File: src/hw/index_pkg.sv
////////////////////////////////////////////////////////////
// Index unit shared constants
////////////////////////////////////////////////////////////

package index_pkg;

	////////////////////////////////////////////////////////////
	// Widths

	// Indices, window, length, constant and results
	localparam int INDEX_WIDTH  = 8;

	localparam int THREAD_WIDTH = 4;   // Thread ID

	// Activity mask width and longest masked run
	localparam int MASK_WIDTH   = 16;

	////////////////////////////////////////////////////////////
	// Command modes

	localparam int MODE_WIDTH = 2;

	localparam logic [MODE_WIDTH-1:0] MODE_SINGLE = 2'd0;   // One index at base
	localparam logic [MODE_WIDTH-1:0] MODE_SLICE  = 2'd1;   // Wrapping run in a window
	localparam logic [MODE_WIDTH-1:0] MODE_MASKED = 2'd2;   // One index per set mask bit

	////////////////////////////////////////////////////////////
	// Operand select codes

	localparam int SEL_WIDTH = 2;

	// Operand b reads zero for SEL_THREAD
	localparam logic [SEL_WIDTH-1:0] SEL_THREAD    = 2'd0;
	localparam logic [SEL_WIDTH-1:0] SEL_CONST     = 2'd1;
	localparam logic [SEL_WIDTH-1:0] SEL_RAW       = 2'd2;   // Raw index of the item

	// Zero on operand a, lane number on b and c
	localparam logic [SEL_WIDTH-1:0] SEL_LANE_ZERO = 2'd3;

endpackage

File: src/hw/index_calc.sv
////////////////////////////////////////////////////////////
// Index calculator
////////////////////////////////////////////////////////////

`timescale 1ns/1ps

module index_calc (
	input  logic                               clock,
	input  logic                               reset,
	input  logic                               in_valid,
	input  logic                               in_last,
	input  logic                               hold,
	input  logic                               swap,
	input  logic                               sign,
	input  logic [index_pkg::INDEX_WIDTH-1:0]  raw_index,
	input  logic [index_pkg::INDEX_WIDTH-1:0]  constant,
	input  logic [index_pkg::INDEX_WIDTH-1:0]  lane,
	input  logic [index_pkg::THREAD_WIDTH-1:0] thread,
	input  logic [index_pkg::SEL_WIDTH-1:0]    sel_a,
	input  logic [index_pkg::SEL_WIDTH-1:0]    sel_b,
	input  logic [index_pkg::SEL_WIDTH-1:0]    sel_c,
	output logic                               out_valid,
	output logic                               out_last,
	output logic [index_pkg::INDEX_WIDTH-1:0]  out_index
);

	logic [index_pkg::INDEX_WIDTH-1:0] thread_ext;
	logic [index_pkg::INDEX_WIDTH-1:0] op_a;
	logic [index_pkg::INDEX_WIDTH-1:0] op_b;
	logic [index_pkg::INDEX_WIDTH-1:0] op_c;
	logic [index_pkg::INDEX_WIDTH-1:0] prod;
	logic [index_pkg::INDEX_WIDTH-1:0] s1;
	logic [index_pkg::INDEX_WIDTH-1:0] s2;
	logic [index_pkg::INDEX_WIDTH-1:0] result;

	assign thread_ext = {{(index_pkg::INDEX_WIDTH - index_pkg::THREAD_WIDTH){1'b0}}, thread};

	////////////////////////////////////////////////////////////
	// Operand tables

	always_comb begin
		case (sel_a)
			index_pkg::SEL_THREAD: op_a = thread_ext;
			index_pkg::SEL_CONST:  op_a = constant;
			index_pkg::SEL_RAW:    op_a = raw_index;
			default:               op_a = '0;
		endcase
		case (sel_b)
			index_pkg::SEL_THREAD: op_b = '0;   // No thread term on b
			index_pkg::SEL_CONST:  op_b = constant;
			index_pkg::SEL_RAW:    op_b = raw_index;
			default:               op_b = lane;
		endcase
		case (sel_c)
			index_pkg::SEL_THREAD: op_c = thread_ext;
			index_pkg::SEL_CONST:  op_c = constant;
			index_pkg::SEL_RAW:    op_c = raw_index;
			default:               op_c = lane;
		endcase
	end

	// Multiply-add/subtract wrapping at index width
	assign prod   = op_a * op_b;
	assign s1     = swap ? op_c : prod;
	assign s2     = swap ? prod : op_c;
	assign result = sign ? s1 - s2 : s1 + s2;

	always_ff @(posedge clock) begin
		if (reset) begin
			out_valid <= 1'b0;
			out_last  <= 1'b0;
		end else if (!hold) begin
			out_valid <= in_valid;
			out_last  <= in_valid & in_last;
		end
	end

	always_ff @(posedge clock) begin
		if (!hold && in_valid) begin
			out_index <= result;
		end
	end

endmodule

File: src/hw/index_unit.sv
////////////////////////////////////////////////////////////
// Lane index generation unit
////////////////////////////////////////////////////////////

`timescale 1ns/1ps

module index_unit #(
	parameter int lane_id = 0
) (
	input  logic                               clock,
	input  logic                               reset,
	input  logic                               cmd_req,
	output logic                               cmd_ack,
	input  logic [index_pkg::MODE_WIDTH-1:0]   cmd_mode,
	input  logic [index_pkg::INDEX_WIDTH-1:0]  cmd_base,
	input  logic [index_pkg::INDEX_WIDTH-1:0]  cmd_window,
	input  logic [index_pkg::INDEX_WIDTH-1:0]  cmd_length,
	input  logic [index_pkg::INDEX_WIDTH-1:0]  cmd_const,
	input  logic [index_pkg::THREAD_WIDTH-1:0] cmd_thread,
	input  logic [index_pkg::SEL_WIDTH-1:0]    cmd_sel_a,
	input  logic [index_pkg::SEL_WIDTH-1:0]    cmd_sel_b,
	input  logic [index_pkg::SEL_WIDTH-1:0]    cmd_sel_c,
	input  logic                               cmd_swap,
	input  logic                               cmd_sign,
	input  logic [index_pkg::MASK_WIDTH-1:0]   cmd_mask,
	input  logic                               stall,
	output logic                               out_valid,
	output logic                               out_last,
	output logic [index_pkg::INDEX_WIDTH-1:0]  out_index,
	output logic                               busy
);

	typedef enum logic [1:0] {st_idle, st_run, st_ack, st_release} state_t;

	state_t state;

	// Captured command
	logic [index_pkg::INDEX_WIDTH-1:0]  base_q;
	logic [index_pkg::INDEX_WIDTH-1:0]  window_q;
	logic [index_pkg::INDEX_WIDTH-1:0]  length_q;
	logic [index_pkg::INDEX_WIDTH-1:0]  const_q;
	logic [index_pkg::THREAD_WIDTH-1:0] thread_q;
	logic [index_pkg::SEL_WIDTH-1:0]    sel_a_q;
	logic [index_pkg::SEL_WIDTH-1:0]    sel_b_q;
	logic [index_pkg::SEL_WIDTH-1:0]    sel_c_q;
	logic                               swap_q;
	logic                               sign_q;
	logic [index_pkg::MASK_WIDTH-1:0]   mask_q;

	logic                               capture;
	logic                               slice_start;
	logic                               skip_start;
	logic                               slice_none;   // Slice run with zero length
	logic                               advance;
	logic                               hold;
	logic                               done;

	logic                               slice_valid;
	logic                               slice_last;
	logic [index_pkg::INDEX_WIDTH-1:0]  slice_index;
	logic                               skip_valid;
	logic                               skip_last;
	logic [index_pkg::INDEX_WIDTH-1:0]  skip_index;
	logic                               skip_empty;

	logic                               raw_valid;
	logic                               raw_last;
	logic [index_pkg::INDEX_WIDTH-1:0]  raw_index;
	logic [index_pkg::INDEX_WIDTH-1:0]  lane;

	assign capture = (state == st_idle) && cmd_req;
	assign hold    = stall & out_valid;   // Whole pipeline freezes together
	assign advance = ~hold;
	assign done    = (out_valid & out_last & ~stall) | skip_empty | slice_none;
	assign lane    = lane_id[index_pkg::INDEX_WIDTH-1:0];

	assign cmd_ack = state == st_ack;
	assign busy    = state != st_idle;

	////////////////////////////////////////////////////////////
	// Handshake FSM

	always_ff @(posedge clock) begin
		if (reset) begin
			state <= st_idle;
		end else begin
			case (state)
				st_idle:    if (cmd_req) state <= st_run;
				st_run:     if (done) state <= st_ack;
				st_ack:     if (!cmd_req) state <= st_release;   // Ack drops here
				default:    state <= st_idle;
			endcase
		end
	end

	always_ff @(posedge clock) begin
		if (reset) begin
			slice_start <= 1'b0;
			skip_start  <= 1'b0;
			slice_none  <= 1'b0;
		end else begin
			slice_start <= capture && (cmd_mode != index_pkg::MODE_MASKED);
			skip_start  <= capture && (cmd_mode == index_pkg::MODE_MASKED);
			slice_none  <= slice_start && (length_q == '0);
		end
	end

	////////////////////////////////////////////////////////////
	// Command capture

	always_ff @(posedge clock) begin
		if (capture) begin
			base_q   <= cmd_base;
			const_q  <= cmd_const;
			thread_q <= cmd_thread;
			sel_a_q  <= cmd_sel_a;
			sel_b_q  <= cmd_sel_b;
			sel_c_q  <= cmd_sel_c;
			swap_q   <= cmd_swap;
			sign_q   <= cmd_sign;
			mask_q   <= cmd_mask;
			case (cmd_mode)
				index_pkg::MODE_SINGLE: begin   // Slice of one
					window_q <= 8'd1;
					length_q <= 8'd1;
				end
				index_pkg::MODE_SLICE, index_pkg::MODE_MASKED: begin
					window_q <= cmd_window;
					length_q <= cmd_length;
				end
				default: begin   // Unknown mode yields no indices
					window_q <= 8'd1;
					length_q <= '0;
				end
			endcase
		end
	end

	slice_sequencer u_slice (
		.clock     (clock),
		.reset     (reset),
		.start     (slice_start),
		.advance   (advance),
		.base      (base_q),
		.window    (window_q),
		.length    (length_q),
		.raw_valid (slice_valid),
		.raw_last  (slice_last),
		.raw_index (slice_index)
	);

	mask_skipper u_skip (
		.clock     (clock),
		.reset     (reset),
		.start     (skip_start),
		.advance   (advance),
		.base      (base_q),
		.length    (length_q),
		.mask      (mask_q),
		.raw_valid (skip_valid),
		.raw_last  (skip_last),
		.raw_index (skip_index),
		.empty     (skip_empty)
	);

	// Only one source runs per command
	assign raw_valid = slice_valid | skip_valid;
	assign raw_last  = slice_valid ? slice_last : skip_last;
	assign raw_index = skip_valid ? skip_index : slice_index;

	index_calc u_calc (
		.clock     (clock),
		.reset     (reset),
		.in_valid  (raw_valid),
		.in_last   (raw_last),
		.hold      (hold),
		.swap      (swap_q),
		.sign      (sign_q),
		.raw_index (raw_index),
		.constant  (const_q),
		.lane      (lane),
		.thread    (thread_q),
		.sel_a     (sel_a_q),
		.sel_b     (sel_b_q),
		.sel_c     (sel_c_q),
		.out_valid (out_valid),
		.out_last  (out_last),
		.out_index (out_index)
	);

endmodule

File: src/hw/mask_skipper.sv
////////////////////////////////////////////////////////////
// Masked index skipper
////////////////////////////////////////////////////////////

`timescale 1ns/1ps

module mask_skipper (
	input  logic                              clock,
	input  logic                              reset,
	input  logic                              start,
	input  logic                              advance,
	input  logic [index_pkg::INDEX_WIDTH-1:0] base,
	input  logic [index_pkg::INDEX_WIDTH-1:0] length,
	input  logic [index_pkg::MASK_WIDTH-1:0]  mask,
	output logic                              raw_valid,
	output logic                              raw_last,
	output logic [index_pkg::INDEX_WIDTH-1:0] raw_index,
	output logic                              empty
);

	logic [index_pkg::MASK_WIDTH-1:0]  keep;       // Positions below length
	logic [index_pkg::MASK_WIDTH-1:0]  remain;     // Bits not yet emitted
	logic [index_pkg::MASK_WIDTH-1:0]  src;
	logic [index_pkg::MASK_WIDTH-1:0]  rest;
	logic [index_pkg::INDEX_WIDTH-1:0] pos;
	logic                              found;
	logic                              step;

	////////////////////////////////////////////////////////////
	// Mask trim and priority encoder

	always_comb begin
		for (int p = 0; p < index_pkg::MASK_WIDTH; p++) begin
			keep[p] = p < int'(length);
		end
	end

	// Fresh trimmed mask at start, leftover bits otherwise
	assign src   = start ? (mask & keep) : remain;
	assign found = |src;
	assign rest  = src & (src - 1'b1);   // Lowest set bit cleared

	// Lowest set position wins
	always_comb begin
		pos = '0;
		for (int i = index_pkg::MASK_WIDTH - 1; i >= 0; i--) begin
			if (src[i]) begin
				pos = i[index_pkg::INDEX_WIDTH-1:0];
			end
		end
	end

	assign step = start | advance;

	////////////////////////////////////////////////////////////
	// Control state

	always_ff @(posedge clock) begin
		if (reset) begin
			raw_valid <= 1'b0;
			raw_last  <= 1'b0;
			remain    <= '0;
			empty     <= 1'b0;
		end else begin
			empty <= start & ~found;   // One-cycle pulse for a zero mask
			if (step) begin
				raw_valid <= found;
				raw_last  <= found & (rest == '0);
				remain    <= rest;
			end
		end
	end

	always_ff @(posedge clock) begin
		if (step && found) begin
			raw_index <= base + pos;
		end
	end

endmodule

File: src/hw/slice_sequencer.sv
////////////////////////////////////////////////////////////
// Slice index sequencer
////////////////////////////////////////////////////////////

`timescale 1ns/1ps

module slice_sequencer (
	input  logic                              clock,
	input  logic                              reset,
	input  logic                              start,
	input  logic                              advance,
	input  logic [index_pkg::INDEX_WIDTH-1:0] base,
	input  logic [index_pkg::INDEX_WIDTH-1:0] window,
	input  logic [index_pkg::INDEX_WIDTH-1:0] length,
	output logic                              raw_valid,
	output logic                              raw_last,
	output logic [index_pkg::INDEX_WIDTH-1:0] raw_index
);

	logic [index_pkg::INDEX_WIDTH-1:0] offset;        // Window offset of next index
	logic [index_pkg::INDEX_WIDTH-1:0] count;         // Indices issued so far
	logic                              active;        // Indices left after the held one

	logic [index_pkg::INDEX_WIDTH-1:0] from_offset;
	logic [index_pkg::INDEX_WIDTH-1:0] from_count;
	logic                              emit;
	logic                              at_last;
	logic                              win_end;
	logic                              step;

	////////////////////////////////////////////////////////////
	// Next index selection

	// A start restarts both counters from zero
	assign from_offset = start ? '0 : offset;
	assign from_count  = start ? '0 : count;

	// Zero length never emits
	assign emit    = start ? (length != '0) : active;
	assign at_last = (from_count + 1'b1) == length;

	// Window of zero behaves like a window of one
	assign win_end = (window == '0) || (from_offset == window - 1'b1);

	assign step = start | advance;

	////////////////////////////////////////////////////////////
	// Control state

	always_ff @(posedge clock) begin
		if (reset) begin
			raw_valid <= 1'b0;
			raw_last  <= 1'b0;
			active    <= 1'b0;
		end else if (step) begin
			raw_valid <= emit;
			raw_last  <= emit & at_last;
			active    <= emit & ~at_last;   // Idle after the final index
		end
	end

	////////////////////////////////////////////////////////////
	// Counters and index payload

	always_ff @(posedge clock) begin
		if (step && emit) begin
			raw_index <= base + from_offset;
			offset    <= win_end ? '0 : from_offset + 1'b1;   // Wrap at window end
			count     <= from_count + 1'b1;
		end
	end

endmodule

File: config.mk
export PLATFORM = sky130hd
export DESIGN_NAME = index_unit
export DESIGN_NICKNAME = d
export VERILOG_FILES = /design/src/hw/index_pkg.sv /design/src/hw/index_calc.sv /design/src/hw/index_unit.sv /design/src/hw/mask_skipper.sv /design/src/hw/slice_sequencer.sv
export SDC_FILE = /design/constraint.sdc
export NUM_CORES = 1
export LEC_CHECK = 0
export ABC_CLOCK_PERIOD_IN_PS = 12200
export BUFFER_PORTS_ARGS = -buffer_cell sky130_fd_sc_hd__buf_2
export CAP_MARGIN = 25
export CORE_MARGIN = 5
export CORE_UTILIZATION = 25
export DETAILED_ROUTE_END_ITERATION = 10
export PLACE_DENSITY = 0.41
export SLEW_MARGIN = 20
export SYNTH_ARGS = -nofsm -noshare
export SYNTH_HDL_FRONTEND = slang
export SYNTH_SLANG_ARGS = --single-unit
File: constraint.sdc
create_clock -name clock -period 12.2 [get_ports clock]
set_input_delay 1.22 -clock clock [delete_from_list [all_inputs] [get_ports clock]]
set_output_delay 1.22 -clock clock [all_outputs]
set_load 0.1 [all_outputs]
* Word-level counts from Yosys, hierarchy flattened
Index checks and enable logic that the tools add are counted.
** Cells by class
- Add/subtract/negate cells :: 8
- Multipliers :: 1
- Magnitude comparators :: 16
- Eq/ne operators :: 16
- Muxes and demuxes :: 33
- Bitwise logic cells :: 19
- Reductions and logical operators :: 21
** Operators with widths (count)
- $lt 4x8->1 const A :: 8
- $mux 4 :: 16
- $mux 8 :: 6
- $pmux 8 s3 :: 2
- $and 16x16->16 :: 2
- $lt 3x8->1 const A :: 4
- $pmux 8 s2 :: 2
- $add 8x1->8 const B :: 2
- $add 8x8->8 :: 2
- $eq 8x8->1 :: 2
- $logic_not 16->1 :: 1
- $logic_not 8->1 :: 2
- $lt 1x8->1 const A :: 2
- $lt 2x8->1 const A :: 2
- $mux 16 :: 1
- $reduce_or 16->1 :: 1
- $sub 16x1->16 const B :: 1
- $eq 2x1->1 const B :: 5
- $eq 2x2->1 const B :: 5
- $add 8x4->8 :: 1
- $and 1x1->1 :: 8
- $logic_not 2->1 :: 4
- $mul 8x8->8 :: 1
- $ne 2x2->1 const B :: 4
- other kinds (14) :: 30
** Storage, ports and cells
- Register bits :: 129
- Input bits :: 66
- Output and inout port bits :: 12
- Word-level logic and storage cells :: 143

* Depth between registers and ports, before layout
Gate-level depths: netlist of run 1.
- Word-level depth :: 20
- Gate-level depth with buffers :: 25
- Depth with buffers taken out :: 25

* Hierarchy
Synthesis of run 1 repeated with hierarchy kept, for this count alone.
** Second synthesis, totals
- Cells, all modules :: 795
- Area total of the unflattened synthesis :: 8484.4 µm²
** By module, submodules not included
- index_unit :: instances 1, cells an instance 125, area an instance 2371.0 µm²
- index_calc :: instances 1, cells an instance 248, area an instance 2327.2 µm²
- mask_skipper :: instances 1, cells an instance 234, area an instance 1903.1 µm²
- slice_sequencer :: instances 1, cells an instance 188, area an instance 1883.1 µm²

* Worst setup path before layout of run 1
OpenSTA, ideal clock, no wires.
- Path type :: flip-flop to flip-flop
- From :: reg sel_a_q[0] in the netlist's numbering
- To :: reg u_calc.out_index[7] in the netlist's numbering, data pin
- Data arrival time :: 5.090 ns
- Slack :: 6.852 ns
- Stages on the path, launching flop included :: 23
- Buffers on the path :: 1
- Cells stage by stage :: edfxtp_1 > clkbuf_1 > nand2b_1 > o22a_1 > or3_1 > fa_1 > inv_1 > fa_1 > ha_1 > inv_1 > fa_1 > inv_1 > ha_1 > xor2_1 > a21oi_1 > nor3_1 > a31oi_1 > xor2_1 > ha_1 > a21oi_1 > o21ai_0 > xor2_1 > xnor2_1
** On the way
- Word-level cells in the longest chain between the ends :: 6
- Elaborated cells between the ends (all ways) :: 10
- Those cells by class :: 2 x add/sub; 1 x mul; 2 x eq/ne; 4 x mux; 1 x reduce/logical
** RTL lines
- from (decl) :: RTL line index_unit.sv:43 : logic [index_pkg::SEL_WIDTH-1:0] sel_a_q;
- from (signal assigned) :: RTL line index_unit.sv:116 : sel_a_q <= cmd_sel_a;
- $eq 2x2->1 (tied with other cells) :: RTL line index_calc.sv:42 : case (sel_a)
- $pmux 8 s3 (*) :: RTL line index_calc.sv:42
- $mul 8x8->8 (*) :: RTL line index_calc.sv:63 : assign prod = op_a * op_b;
- $mux 8 (on tied branches) :: RTL line index_calc.sv:64, index_calc.sv:65
- $add 8x8->8 / $sub 8x8->8 (equally long branches) :: RTL line index_calc.sv:66 : assign result = sign ? s1 - s2 : s1 + s2;
- $mux 8 (*) :: RTL line index_calc.sv:66
- via u_calc.result (one bit) :: RTL line index_calc.sv:34 : logic [index_pkg::INDEX_WIDTH-1:0] result;
- to (signal assigned) :: RTL line index_calc.sv:80 : out_index <= result;
- to (decl) :: RTL line index_calc.sv:24 : output logic [index_pkg::INDEX_WIDTH-1:0] out_index
Mark *: on every way through the listed nets, which the timed path passes. The rest lies on a longest branch.
A chain may end at the register's enable or synchronous reset.

* Worst setup path in the final report of run 1
- From :: reg u_skip.raw_valid
- To :: reg u_calc.out_index[7] in the netlist's numbering, data pin
** On the way
- Word-level cells in the longest chain between the ends :: 6
- Elaborated cells between the ends (all ways) :: 10
- Those cells by class :: 2 x add/sub; 1 x mul; 7 x mux
** RTL lines
- from (decl) :: RTL line mask_skipper.sv:15 : output logic raw_valid,
- from (signal assigned) :: RTL line mask_skipper.sv:67 : raw_valid <= found;
- $mux 8 (*) :: RTL line index_unit.sv:169 : assign raw_index = skip_valid ? skip_index : slice_index;
- $pmux 8 s3 / $pmux 8 s2 (equally long branches) :: RTL line index_calc.sv:42, index_calc.sv:48
- $mul 8x8->8 :: RTL line index_calc.sv:63
- $mux 8 (on tied branches) :: RTL line index_calc.sv:64, index_calc.sv:65
- $add 8x8->8 / $sub 8x8->8 (equally long branches) :: RTL line index_calc.sv:66
- $mux 8 (*) :: RTL line index_calc.sv:66
- via u_calc.result (one bit) :: RTL line index_calc.sv:34
Marks and branches as above.

==> results.md, run 1 <==
- The multi-input combinational cells in the finished layout cover a total of 0.00428 sq mm.
- Setup violations remaining at the end of the flow were counted as 0.
- The routed via count divided by cell count is 4.38.
- The count of fill cells added during filler insertion is 3456.
- The worst path in the final design needs a cycle of 5830 ps, including I/O delays and setup.
- The complex-gate fraction of the synthesized area came to 0.134.
- The first TritonRoute pass finished after 4 iterations.
- The via count is 5824.
- The number of hold violations in the final report is 0.
- The tool flagged a number of max-cap violations equal to 0.
- From synthesis to final layout, the design area changed by 18.4%.
- The count of standard-cell rows is 66.
- The power per cell area is 229 mW/mm^2.
- Data arrives at the worst endpoint at 6010 ps.
- In this run the remaining antenna-violating nets after routing total 0.
- The number of pins with negative max-slew slack in the final report came to 0.
- The final weighted congestion of routability-driven global placement is approximately 0.80.
- The finished cells cover 0.00966 sq mm.
- The total negative slack for setup checks is 0 ps.
- In this run, synthesis inferred 100 flip-flops with an integrated enable.
- The hold path startpoint is u_skip.remain[13].
- Dividing the detail-routed wire length by the instance count gives 14.8 um.
- The worst clock skew is 11.4 ps.
- Leaving out fill and tap cells, the most frequent cells in the layout are 100 x edfxtp_1, 77 x buf_2, 72 x nor2_1, 56 x inv_1, 48 x nand2_1.
- The required time at the worst-slack endpoint is around 12000 ps.
- The critical path is of the reg2reg type.
- At the pin with the least slew margin, the transition time is between 800 and 900 ps.
- The first global-routing pass estimated 31700 um of wire.
- The total routing usage reported by global routing is 0.112.
- Walking the worst path, the cells encountered are mux2i_1 > o22a_1 > or3_1 > fa_1 > inv_1 > fa_1 > ha_1 > inv_1 > fa_1 > inv_1 > ha_1 > xor2_1 > a21oi_1 > nor3_1 > a31oi_1 > xor2_1 > ha_1 > a21oi_1 > o21ai_0 > xor2_1 > xnor2_1.
- Of the cells placed in the final design, the portion with a size suffix greater than 1 is 0.166.
- The count of yosys warnings during synthesis is 0.
- The die is 191 um wide.
- The die area is roughly 0.036 sq mm.
- In this run the worst hold path is classified as reg2reg.
- The slowest stage cell on the critical path is dfxtp_1.
- Once placement finished, the instance area stood at 0.00903 sq mm.
- Measured along the y axis, the die boundary spans roughly 190 um.
- The standby leakage power is 3.77 nW.
- The deepest clock path buffer count is 2.
- The number of hold buffers added after cts is 0.
- In this run the cell area of the synthesized design comes to slightly above 0.008 sq mm.
- The maximum frequency from static timing analysis is 172 MHz.
- The origin of the critical flop-to-flop path is u_skip.raw_valid.
- The worst register-to-register path has a depth of 21.
- The post-DP HPWL is 15100 um.
- The startpoint kind of the worst setup timing path is a flop.
- The number of global-route vias before repair is between 5000 and 6000.
- For the worst-skew pair, the clock arrives at the later sink with an insertion delay of 430 ps.
- The I/O pin count is 78.
- The residual DRC count is 0.
- The number of buffers inserted by post-CTS setup repair is 0.
- Dividing the final minimum period by the clock period gives 0.478.
- The number of antenna violations at the first check in global routing was 0.
- After synthesis, the share of cell area in mux cells is 0.0385.
- 0 antenna diodes ended up in the layout.
- The effective utilization at floorplan is 0.252.
- For this run, the slowest stage of the critical path takes 630 ps.
- The largest family of logic cells by synthesized area is simple AND/OR/NAND/NOR gates.
- The relative slew slack is 0.427.
- The synthesized design contains 128 register bits.
- In this run, CTS created clock tree buffers numbering 17.
- The maximum number of pins on one net before global-route repair is 55.
- The first-iteration detailed-routing DRC count is 309.
- The leftover overflow at the end of global routing is 0.
- Of the synthesized area, sequential elements account for 0.437.
- The number of gates resized after CTS is 0.
- The sink of the worst hold path is u_skip.remain[13].
- Of the total synthesized cell area, the portion taken by AND, OR, NAND and NOR gates is 0.167.
- The net count of the finished layout is 1003.
- The synthesized instance count is 800.
- Along the worst path, the maximum fanout reaches 11.
- The total clock sinks is 128.
- The overall routed net length is 19700 um.
- The terminus of the critical flop-to-flop path is u_calc.out_index[7].
- In this run the standard cell core region covers about 0.032 sq mm.
- The number of cells on the worst hold path is 2.
- The maximum VDD drop is 0.117 mV.
- The tree is rooted in a clkbuf_16.
- The library cell used most frequently in the layout, excluding fill and tap cells, is edfxtp_1.
- The level count of the clock H-tree is 4.
- In this run the register-to-register setup slack is 6370 ps.
- The fraction of registers with async set or reset after synthesis is 0.
- Of the total synthesized cell area, the portion taken by full adders, half adders and majority gates is 0.110.
- The fraction of synthesized cell area in xor and xnor cells is 0.0743.
- The net count of the mapped netlist is 928.
- TritonCTS built the clock tree.
- The average instance area after synthesis is 10.2 sq um.
- Synthesis instantiated 67 different standard cells from the library.
- The predominant post-synthesis flop cell is edfxtp_1.
- The kind of end point of the critical path is a flop.
- The run finished with clean final reports.
- Setup repair after global routing left no endpoint under its margin.
- Summing all flip-flop and latch instances after layout gives 0.00356 sq mm.
- The count of buffers added on input and output ports is 77.
- The clock input transition at the sequential cells of the worst setup and hold paths is ~60 ps.
==> state kept, by name, summed over array words and instances, names as in the netlist, 2 cells and up <==
signal,cells
length_q,8
u_slice.offset,8
u_slice.count,8
mask_q,16
state,2
sel_b_q,2
base_q,8
window_q,8
u_calc.out_index,8
thread_q,4
sel_c_q,2
sel_a_q,2
u_slice.raw_index,8
const_q,8
u_skip.remain,15
u_skip.raw_index,8
==> metal layers <==
| layer | up-vias | global-route usage | wire (um) |
|---|---|---|---|
| li1 | 3014 | - | - |
| met1 | 2714 | 0.150 | 9680 |
| met2 | 84 | 0.177 | 9110 |
| met3 | 12 | 0.0269 | 664 |
| met4 | 0 | 0.0367 | 267 |
| met5 | - | 0 | 0 |
==> worst max-delay path, delay by kind of cell, from the launching register on <==
family	cells	cell delay, ps
AO/OA/AOI/OAI	5	850
XOR/XNOR	4	660
adder cells (fa/ha/maj)	6	2300
buffers and inverters	3	180
flip-flops	1	630
multiplexers	1	230
AND/OR/NAND/NOR	2	720
==> area by class of cell <==
cell class | count | share of cell area
multi-input combinational | 589 | 0.443
sequential | 128 | 0.369
clock buffer | 17 | 0.0440
tap | 442 | 0.0573
inverter | 57 | 0.0222
clock inverter | 14 | 0.0212
timing repair buffer | 82 | 0.0438
==> where the power goes <==
group	total, mW	leakage [nW]	switching, mW	internal (mW)
combinational	0.934	2.28	0.588	0.346
sequential	0.728	1.18	0.0855	0.643
clock	0.554	0.306	0.210	0.345
==> metrics by stage <==
step           worst slack (ps)  hold slack, ps  utilization  cells  power (mW)
2_1_floorplan              6850             427            -    800        1.46
3_3_place_gp               6480             436        0.279   1298        1.69
3_5_place_dp               6360             443        0.279   1298        1.69
4_1_cts                    6320             455        0.298   1329        2.26
5_1_grt                    5980             463        0.298   1329        2.38
6_report                   6370             449        0.298   1329        2.22
==> kinds of logic after synthesis <==
family / after synthesis
AND/OR/NAND/NOR: 262
AO/OA/AOI/OAI: 168
flip-flops: 128
buffers and inverters: 83
XOR/XNOR: 66
adder cells (fa/ha/maj): 63
multiplexers: 30
==> Yosys cell counts, types with 3 or more instances <==
cell       instances  share of area
a21boi_0           3         0.0028
o22a_1             5         0.0054
a22oi_1           10         0.0092
o21ai_0           33          0.020
nand2_1           48          0.022
nor3b_1            5         0.0046
a21oi_1           47          0.029
o2111ai_1          4         0.0043
and2_1            18          0.014
o22ai_1            8         0.0061
and3_1             5         0.0038
nand3_1           18          0.011
nor2_1            72          0.033
dfxtp_1           28          0.069
inv_1             57          0.026
edfxtp_1         100           0.37
nor3_1            20          0.012
a21o_1            11          0.010
a22o_1             3         0.0032
nand2b_1          16          0.012
clkbuf_1          20         0.0092
fa_1              15          0.037
mux2_2            11          0.015
buf_2              3         0.0018
ha_1              47          0.072
mux2i_1           19          0.023
or2_2              7         0.0054
a211oi_1           4         0.0037
xnor2_1           43          0.046
a31oi_1           12         0.0092
o211ai_1           8         0.0074
nor2b_1           27          0.021
nand4_1            4         0.0031
xor2_1            21          0.023
a211o_1            3         0.0032
or3_1              7         0.0054
==> worst max-delay path by stage <==
stage,start,end,slack (ps),cells after the start
finish,u_skip.raw_valid,u_calc.out_index[7],6370,21
global placement,u_skip.raw_valid,u_calc.out_index[7],6480,21
CTS,u_skip.raw_valid,u_calc.out_index[7],6320,21
floorplan,sel_a_q[0],u_calc.out_index[7],6850,22
global route,u_skip.raw_valid,u_calc.out_index[7],5980,21
detailed placement,u_skip.raw_valid,u_calc.out_index[7],6360,21
No activity file was read; power rests on OpenSTA's default activity.
==> run 2: changes to the inputs <==
--- a/config.mk
+++ b/config.mk
@@ -5,7 +5,7 @@
 export SDC_FILE = /design/constraint.sdc
 export NUM_CORES = 1
 export LEC_CHECK = 0
-export ABC_CLOCK_PERIOD_IN_PS = 12200
+export ABC_CLOCK_PERIOD_IN_PS = 6100
 export BUFFER_PORTS_ARGS = -buffer_cell sky130_fd_sc_hd__buf_2
 export CAP_MARGIN = 25
 export CORE_MARGIN = 5
==> constraint.sdc (replaced) <==
create_clock -name clock -period 6.1 [get_ports clock]
set_input_delay 0.61 -clock clock [delete_from_list [all_inputs] [get_ports clock]]
set_output_delay 0.61 -clock clock [all_outputs]
set_load 0.1 [all_outputs]
==> run 2 against run 1 <==
Effect of this change: global-route usage is 0.10 points lower; die area unchanged; design area down 0.40%; largest power group unchanged; highest routed layer unchanged.
==> results.md, run 2 (synthesized netlist as in run 1, its figures left out) <==
- For this block, the initial DRC count from the detailed router was approximately 310.
- The number of buffers inserted by post-CTS setup repair is 0.
- The largest register by flop count is mask_q.
- The library cell used as clock root buffer is clkbuf_16.
- The worst setup path is launched from a flop.
- Relative to the synthesized area, the layout overhead comes to 18.0%.
- The first global-routing pass estimated 31500 um of wire.
- The relative slew slack is 0.413.
- The clock latency on the worst-skew pair is between 400 and 500 ps.
- The net count of the finished layout is 1003.
- Setup violations remaining at the end of the flow were counted as 0.
- 78 I/O pins were placed.
- The classification of the worst-slack hold path is in2reg.
- In the final timing run, aggregate negative setup slack is 0 ps.
- The flip-flop count of the largest register after layout is 16.
- The commonest non-fill, non-tap cell in the layout is edfxtp_1.
- In the final layout, the registers with the most flip-flops are mask_q: 16 flops, u_skip.remain: 15 flops.
- The kind of end point of the critical path is a flop.
- The instance count after placement with tap cells included is 1298.
- The clock input transition at the sequential cells of the worst setup and hold paths is about 60 ps.
- Setup repair after global routing left no endpoint under its margin.
- The level count of the clock H-tree is 4.
- The effective utilization at floorplan is 0.252.
- The maximum frequency from static timing analysis is 175 MHz.
- Input and output buffers added on the ports amount to 77.
- Walking the worst path, the cells encountered are nand2b_1 > o22a_1 > or3_1 > fa_1 > inv_1 > fa_1 > ha_1 > inv_1 > fa_1 > inv_1 > ha_1 > xor2_1 > a21oi_1 > nor3_1 > a31oi_1 > xor2_1 > ha_1 > a21oi_1 > o21ai_0 > xor2_1 > xnor2_1.
- The leftover overflow at the end of global routing is 0.
- Total power for the finished layout comes to 4.36 mW.
- The die covers around 0.036 sq mm.
- The floorplan step set the die width to ~190 um.
- Dividing the final minimum period by the clock period gives 0.937.
- The worst setup path is of the reg2reg kind.
- The number of global-route vias before repair is 5801.
- In the global route stage, overall resource usage came out at 0.111.
- The via count is 5844.
- Grouping stages by cell kind, the critical path spends the most delay in adder cells.
- The maximum number of pins on one net before global-route repair is 55.
- The post-DP HPWL is 15000 um.
- The tree built by TritonCTS fans out to 128 sinks.
- The number of hold violations in the final report came to 0.
- Before CTS, the worst setup slack after placement is around 390 ps.
- For this block, the routed nets add up to 19600 um of wire.
- In this run the deepest clock path goes through 2 buffers.
- The number of hold buffers added after cts is 0.
- The placeable core area is 0.0324 sq mm.
- The number of pins with negative max-slew slack in the final report is 0.
- The number of buffers inserted during clock tree synthesis is 17.
- For this design, the slowest cell found on the critical path is fa_1.
- After detailed routing, the average wire length per cell comes to 14.7 um.
- The library cells used most frequently in the layout, excluding fill and tap cells, are 100 x edfxtp_1, 77 x buf_2, 72 x nor2_1, 56 x inv_1, 48 x nand2_1.
- The number of antenna violations at the first check in global routing is 0.
- The worst clock skew is 13.1 ps.
- The diode insertion count for antenna repair is 0.
- The layout has 3443 filler cells.
- The minimum setup slack in the final design is 382 ps.
- The worst-case IR drop observed on VDD is 0.258 mV.
- The number of buffer and inverter instances along the worst setup path is 3.
- At the pin with the least slew margin, the transition time is 879 ps.
- Max-cap violations in this run came to 0.
- The number of gates resized after CTS is 0.
- The routed via count divided by cell count is 4.40.
- After floorplanning, the core was divided into 66 placement rows.
- TritonCTS built the clock tree.
- The residual DRC count is 0.
- The required time at the worst-slack endpoint is 6270 ps.
- The standby leakage power is 3.74 nW.
- The number of nets with antenna violations after detailed routing is 0.
- The vertical extent of the die is 191 um.
- The final weighted congestion of routability-driven global placement is 0.809.
- Counting I/O delays and the setup requirement, the final critical path takes around 5700 ps.
- Of the cells placed in the final design, the portion with a size suffix greater than 1 is 0.162.
- Of all nets on the critical path, the largest fanout is 9.
- The run finished with clean final reports.
- The longest individual stage delay on the worst path is 530 ps.
- For the worst setup path, the data arrival time is 5890 ps.
- The filler-free cell count of the finished design is 1329.
- For this run, the detailed router's first-pass iteration total came to 5.
- Power spread over the standard cell area amounts to 454 mW/mm^2.
## run 2: metal layers
layer | vias to the layer above | share of wire | routed length (um) | GRT usage
met5 | - | 0 | 0 | 0
met4 | 0 | 0.014 | 282 | 0.0340
met2 | 98 | 0.45 | 8910 | 0.175
li1 | 3015 | - | - | -
met3 | 15 | 0.031 | 610 | 0.0256
met1 | 2716 | 0.50 | 9800 | 0.151
## run 2: worst paths after layout
kind                                        start                  end  slack, ps  cells after the start
worst min register to register  u_skip.remain[13]    u_skip.remain[13]        450                      2
worst min-delay path                  cmd_mask[8]            mask_q[8]        350                      1
worst max-delay path                   sel_a_q[0]  u_calc.out_index[7]        380                     21
worst max register to register         sel_a_q[0]  u_calc.out_index[7]        380                     21
## run 2: cell type report
| type | instances | area, sq um | share of cell area |
|---|---|---|---|
| clock inverters | 14 | 166 | 0.0173 |
| well taps | 442 | 553 | 0.0575 |
| repair buffers | 82 | 423 | 0.0440 |
| inverters | 57 | 214 | 0.0222 |
| clock buffers | 17 | 425 | 0.0442 |
| multi-input cells | 589 | 4280 | 0.444 |
| flip-flops and latches | 128 | 3560 | 0.370 |
## run 2: report_power, final
part / internal, mW / leakage [nW] / total [mW] / switching (mW)
logic: 0.694 / 2.28 / 1.86 / 1.17
clock network: 0.639 / 0.280 / 1.04 / 0.401
registers: 1.29 / 1.18 / 1.46 / 0.173
## run 2: stage by stage
step / instance area [sq um] / hold WS [ps] / utilization
after CTS: 9620 / 326 / 0.297
after global routing: 9620 / 327 / 0.297
after global placement: 9030 / 436 / 0.279
after detailed placement: 9030 / 443 / 0.279
after floorplan: 8160 / 427 / -
final: 9620 / 351 / 0.297
==> run 3: changes to the inputs <==
--- a/config.mk
+++ b/config.mk
@@ -11,6 +11,7 @@
 export CORE_MARGIN = 5
 export CORE_UTILIZATION = 25
 export DETAILED_ROUTE_END_ITERATION = 10
+export MAX_ROUTING_LAYER = met4
 export PLACE_DENSITY = 0.41
 export SLEW_MARGIN = 20
 export SYNTH_ARGS = -nofsm -noshare
==> run 3 against run 2 <==
Effect of this change: via count rose by 0.10%; global-route usage grew 0.32 points; clock skew is 4.1 ps lower; non-clock buffer count is the same; hold slack got worse by 1.1 ps; clock power barely moved; critical endpoint unchanged; largest cell class unchanged; largest power group unchanged.
==> results.md, run 3 (synthesized netlist as in run 1, its figures left out) <==
- The worst setup slack for register-to-register paths is 380 ps.
- The total routing usage reported by global routing is 0.114.
- The overall routed net length is 19600 um.
- The worst hold path terminates at mask_q[8].
- For this run, design rule violations remaining after detail routing come to 0.
- After detailed routing, the number of vias per cell comes to 4.40.
- The root buffer cell chosen for the clock tree is clkbuf_16.
- The clock latency on the worst-skew pair is between 400 and 500 ps.
- The total negative slack for setup checks is 0 ps.
- The power per cell area is ~450 mW/mm^2.
- Power comes to 4.37 mW.
- The clock input transition at the sequential cells of the worst setup and hold paths is around 60 ps.
- Dividing the final minimum period by the clock period gives 0.938.
- 0 antenna diodes ended up in the layout.
- The number of antenna violations at the first check in global routing was 0.
- For this design the static power due to leakage is 3.74 nW.
- The register with the most flip-flops in the layout has 16 of them.
- The number of pins with negative max-slew slack in the final report was 0.
- The worst hold path belongs to the class in2reg.
- Of all nets on the critical path, the largest fanout is 9.
- The required time at the worst-slack endpoint is between 6000 and 7000 ps.
- Measured along the y axis, the die boundary spans between 150 and 200 um.
- The terminus of the critical flop-to-flop path is u_calc.out_index[7].
- After filler insertion, the fill cell instance count of the layout stands at between 3000 and 4000.
- The flow ran to the end, and the final reports show no timing, DRC or antenna violations.
- The maximum number of pins on one net before global-route repair is 55.
- The average detailed-routed wire length per instance is about 15 um.
- The number of nets with antenna violations after detailed routing is 0.
- The first-iteration detailed-routing DRC count is 288.
- The relative slew slack is 0.414.
- Of the cells placed in the final design, the portion with a size suffix greater than 1 is 0.162.
- The horizontal die dimension is roughly 190 um.
- The largest registers in the layout are mask_q: 16 flops, u_skip.remain: 15 flops.
- The transition at the pin with the smallest max-transition slack is ~880 ps.
- The number of hold violations in the final report is 0.
- For this configuration, the core starts out at a cell density of 0.252.
- The commonest non-fill, non-tap cell in the layout is edfxtp_1.
- STA classifies the critical path endpoint as a flop.
- Port buffering added 77 buffers.
- The total of max-cap violations is 0.
- The routed design could run at a clock period as short as 5720 ps.
- In this run, post-CTS repair resized a total of 0 instances.
- The die covers roughly 0.036 sq mm.
- The total setup violations reported at the end of the flow is 0.
- Summing all flip-flop and latch instances after layout gives between 0.003 and 0.004 sq mm.
- The level count of the clock H-tree is 4.
- The filler-free cell count of the finished design is 1329.
- The I/O pin count is 78.
- The number of detailed-routing iterations run before antenna repair is 6.
- The via count is 5850.
- The finished cells cover roughly 0.0096 sq mm.
- In this run, post-CTS hold repair placed 0 buffers.
- Including well taps, the total number of placed cells is about 1300.
- The critical path starts at sel_a_q[0].
- The count of standard-cell rows is between 60 and 70.
- The leftover overflow at the end of global routing is 0.
- In this run the cell area measured after placement is 0.00903 sq mm.
- Setup repair after global routing left no endpoint under its margin.
- The total clock sinks is between 100 and 150.
- The number of buffers inserted by post-CTS setup repair is 0.
- The startpoint kind of the worst setup timing path is a flop.
- The critical path start-end classification is reg2reg.
- The core region is 0.0324 sq mm.
- After legalization and detailed placement, the total HPWL measured 15000 um.
- The TritonCTS clock tree is built.
- The number of cells on the worst reg-to-reg path is 21.
- The worst clock skew is about 9.0 ps.
- The worst hold path begins at cmd_mask[8].
- Across the VDD grid, the largest voltage drop is 0.258 mV.
- In the layout the commonest cells are 100 x edfxtp_1, 77 x buf_2, 72 x nor2_1, 56 x inv_1, 48 x nand2_1.
- At the worst endpoint, the arrival time is 5900 ps.
- The origin of the critical flop-to-flop path is sel_a_q[0].
- The largest register by flop count is mask_q.
- Counting instances, the worst hold path has a depth of 1.
- The area growth from synthesis to layout is 18.0%.
- The number of global-route vias before repair is 5808.
- In this run, CTS created clock tree buffers numbering 17.
- For this run, the post-layout net count is 1003.
- The deepest clock path buffer count is 2.
- The first-pass GRT wire length is 31500 um.
- The multi-input gate area in the final layout is around 0.0043 sq mm.
- The maximum frequency from static timing analysis is 175 MHz.
- The final weighted congestion of routability-driven global placement is 0.821.
-- run 3: worst max path at each step --
stage,endpoint,slack [ps],cells past startpoint
detailed placement,u_calc.out_index[7],390,21
global placement,u_calc.out_index[7],490,21
finish,u_calc.out_index[7],380,21
global route,u_calc.out_index[7],40,23
CTS,u_calc.out_index[7],370,21
floorplan,u_calc.out_index[7],750,22
-- run 3: metrics by stage --
stage | worst slack (ps) | hold slack (ps) | utilization
global route | 37.5 | 327 | 0.297
CTS | 374 | 326 | 0.297
detailed placement | 392 | 443 | 0.279
floorplan | 752 | 427 | -
global placement | 488 | 436 | 0.279
finish | 378 | 350 | 0.297
-- run 3: final cells by class --
type | instances | area share
Timing Repair Buffer | 82 | 0.0440
Clock buffer | 17 | 0.0442
Inverter | 57 | 0.0222
Clock inverter | 14 | 0.0173
Multi-Input combinational cell | 589 | 0.444
Tap cell | 442 | 0.0575
Sequential cell | 128 | 0.370
-- run 3: critical path: stages, from the launching register on --
cell and delay, ps:
edfxtp_1 510, nand2b_1 270, o22a_1 310, or3_1 420, fa_1 440, inv_1 90, fa_1 390, ha_1 290
inv_1 50, fa_1 530, inv_1 40, ha_1 330, xor2_1 190, a21oi_1 120, nor3_1 310, a31oi_1 160
xor2_1 160, ha_1 330, a21oi_1 150, o21ai_0 110, xor2_1 160, xnor2_1 130
-- run 3: layer usage --
layer | part of all wire | routed length [um] | GRT usage
met1 | 0.50 | 9730 | 0.151
met2 | 0.45 | 8870 | 0.175
met3 | 0.036 | 710 | 0.0254
met4 | 0.014 | 278 | 0.0340
met5 | 0 | 0 | -
-- run 3: power breakdown --
group	leakage (nW)	total [mW]	internal, mW	switching (mW)
Combinational	2.28	1.87	0.694	1.17
Sequential	1.18	1.46	1.29	0.173
Clock	0.280	1.04	0.639	0.401
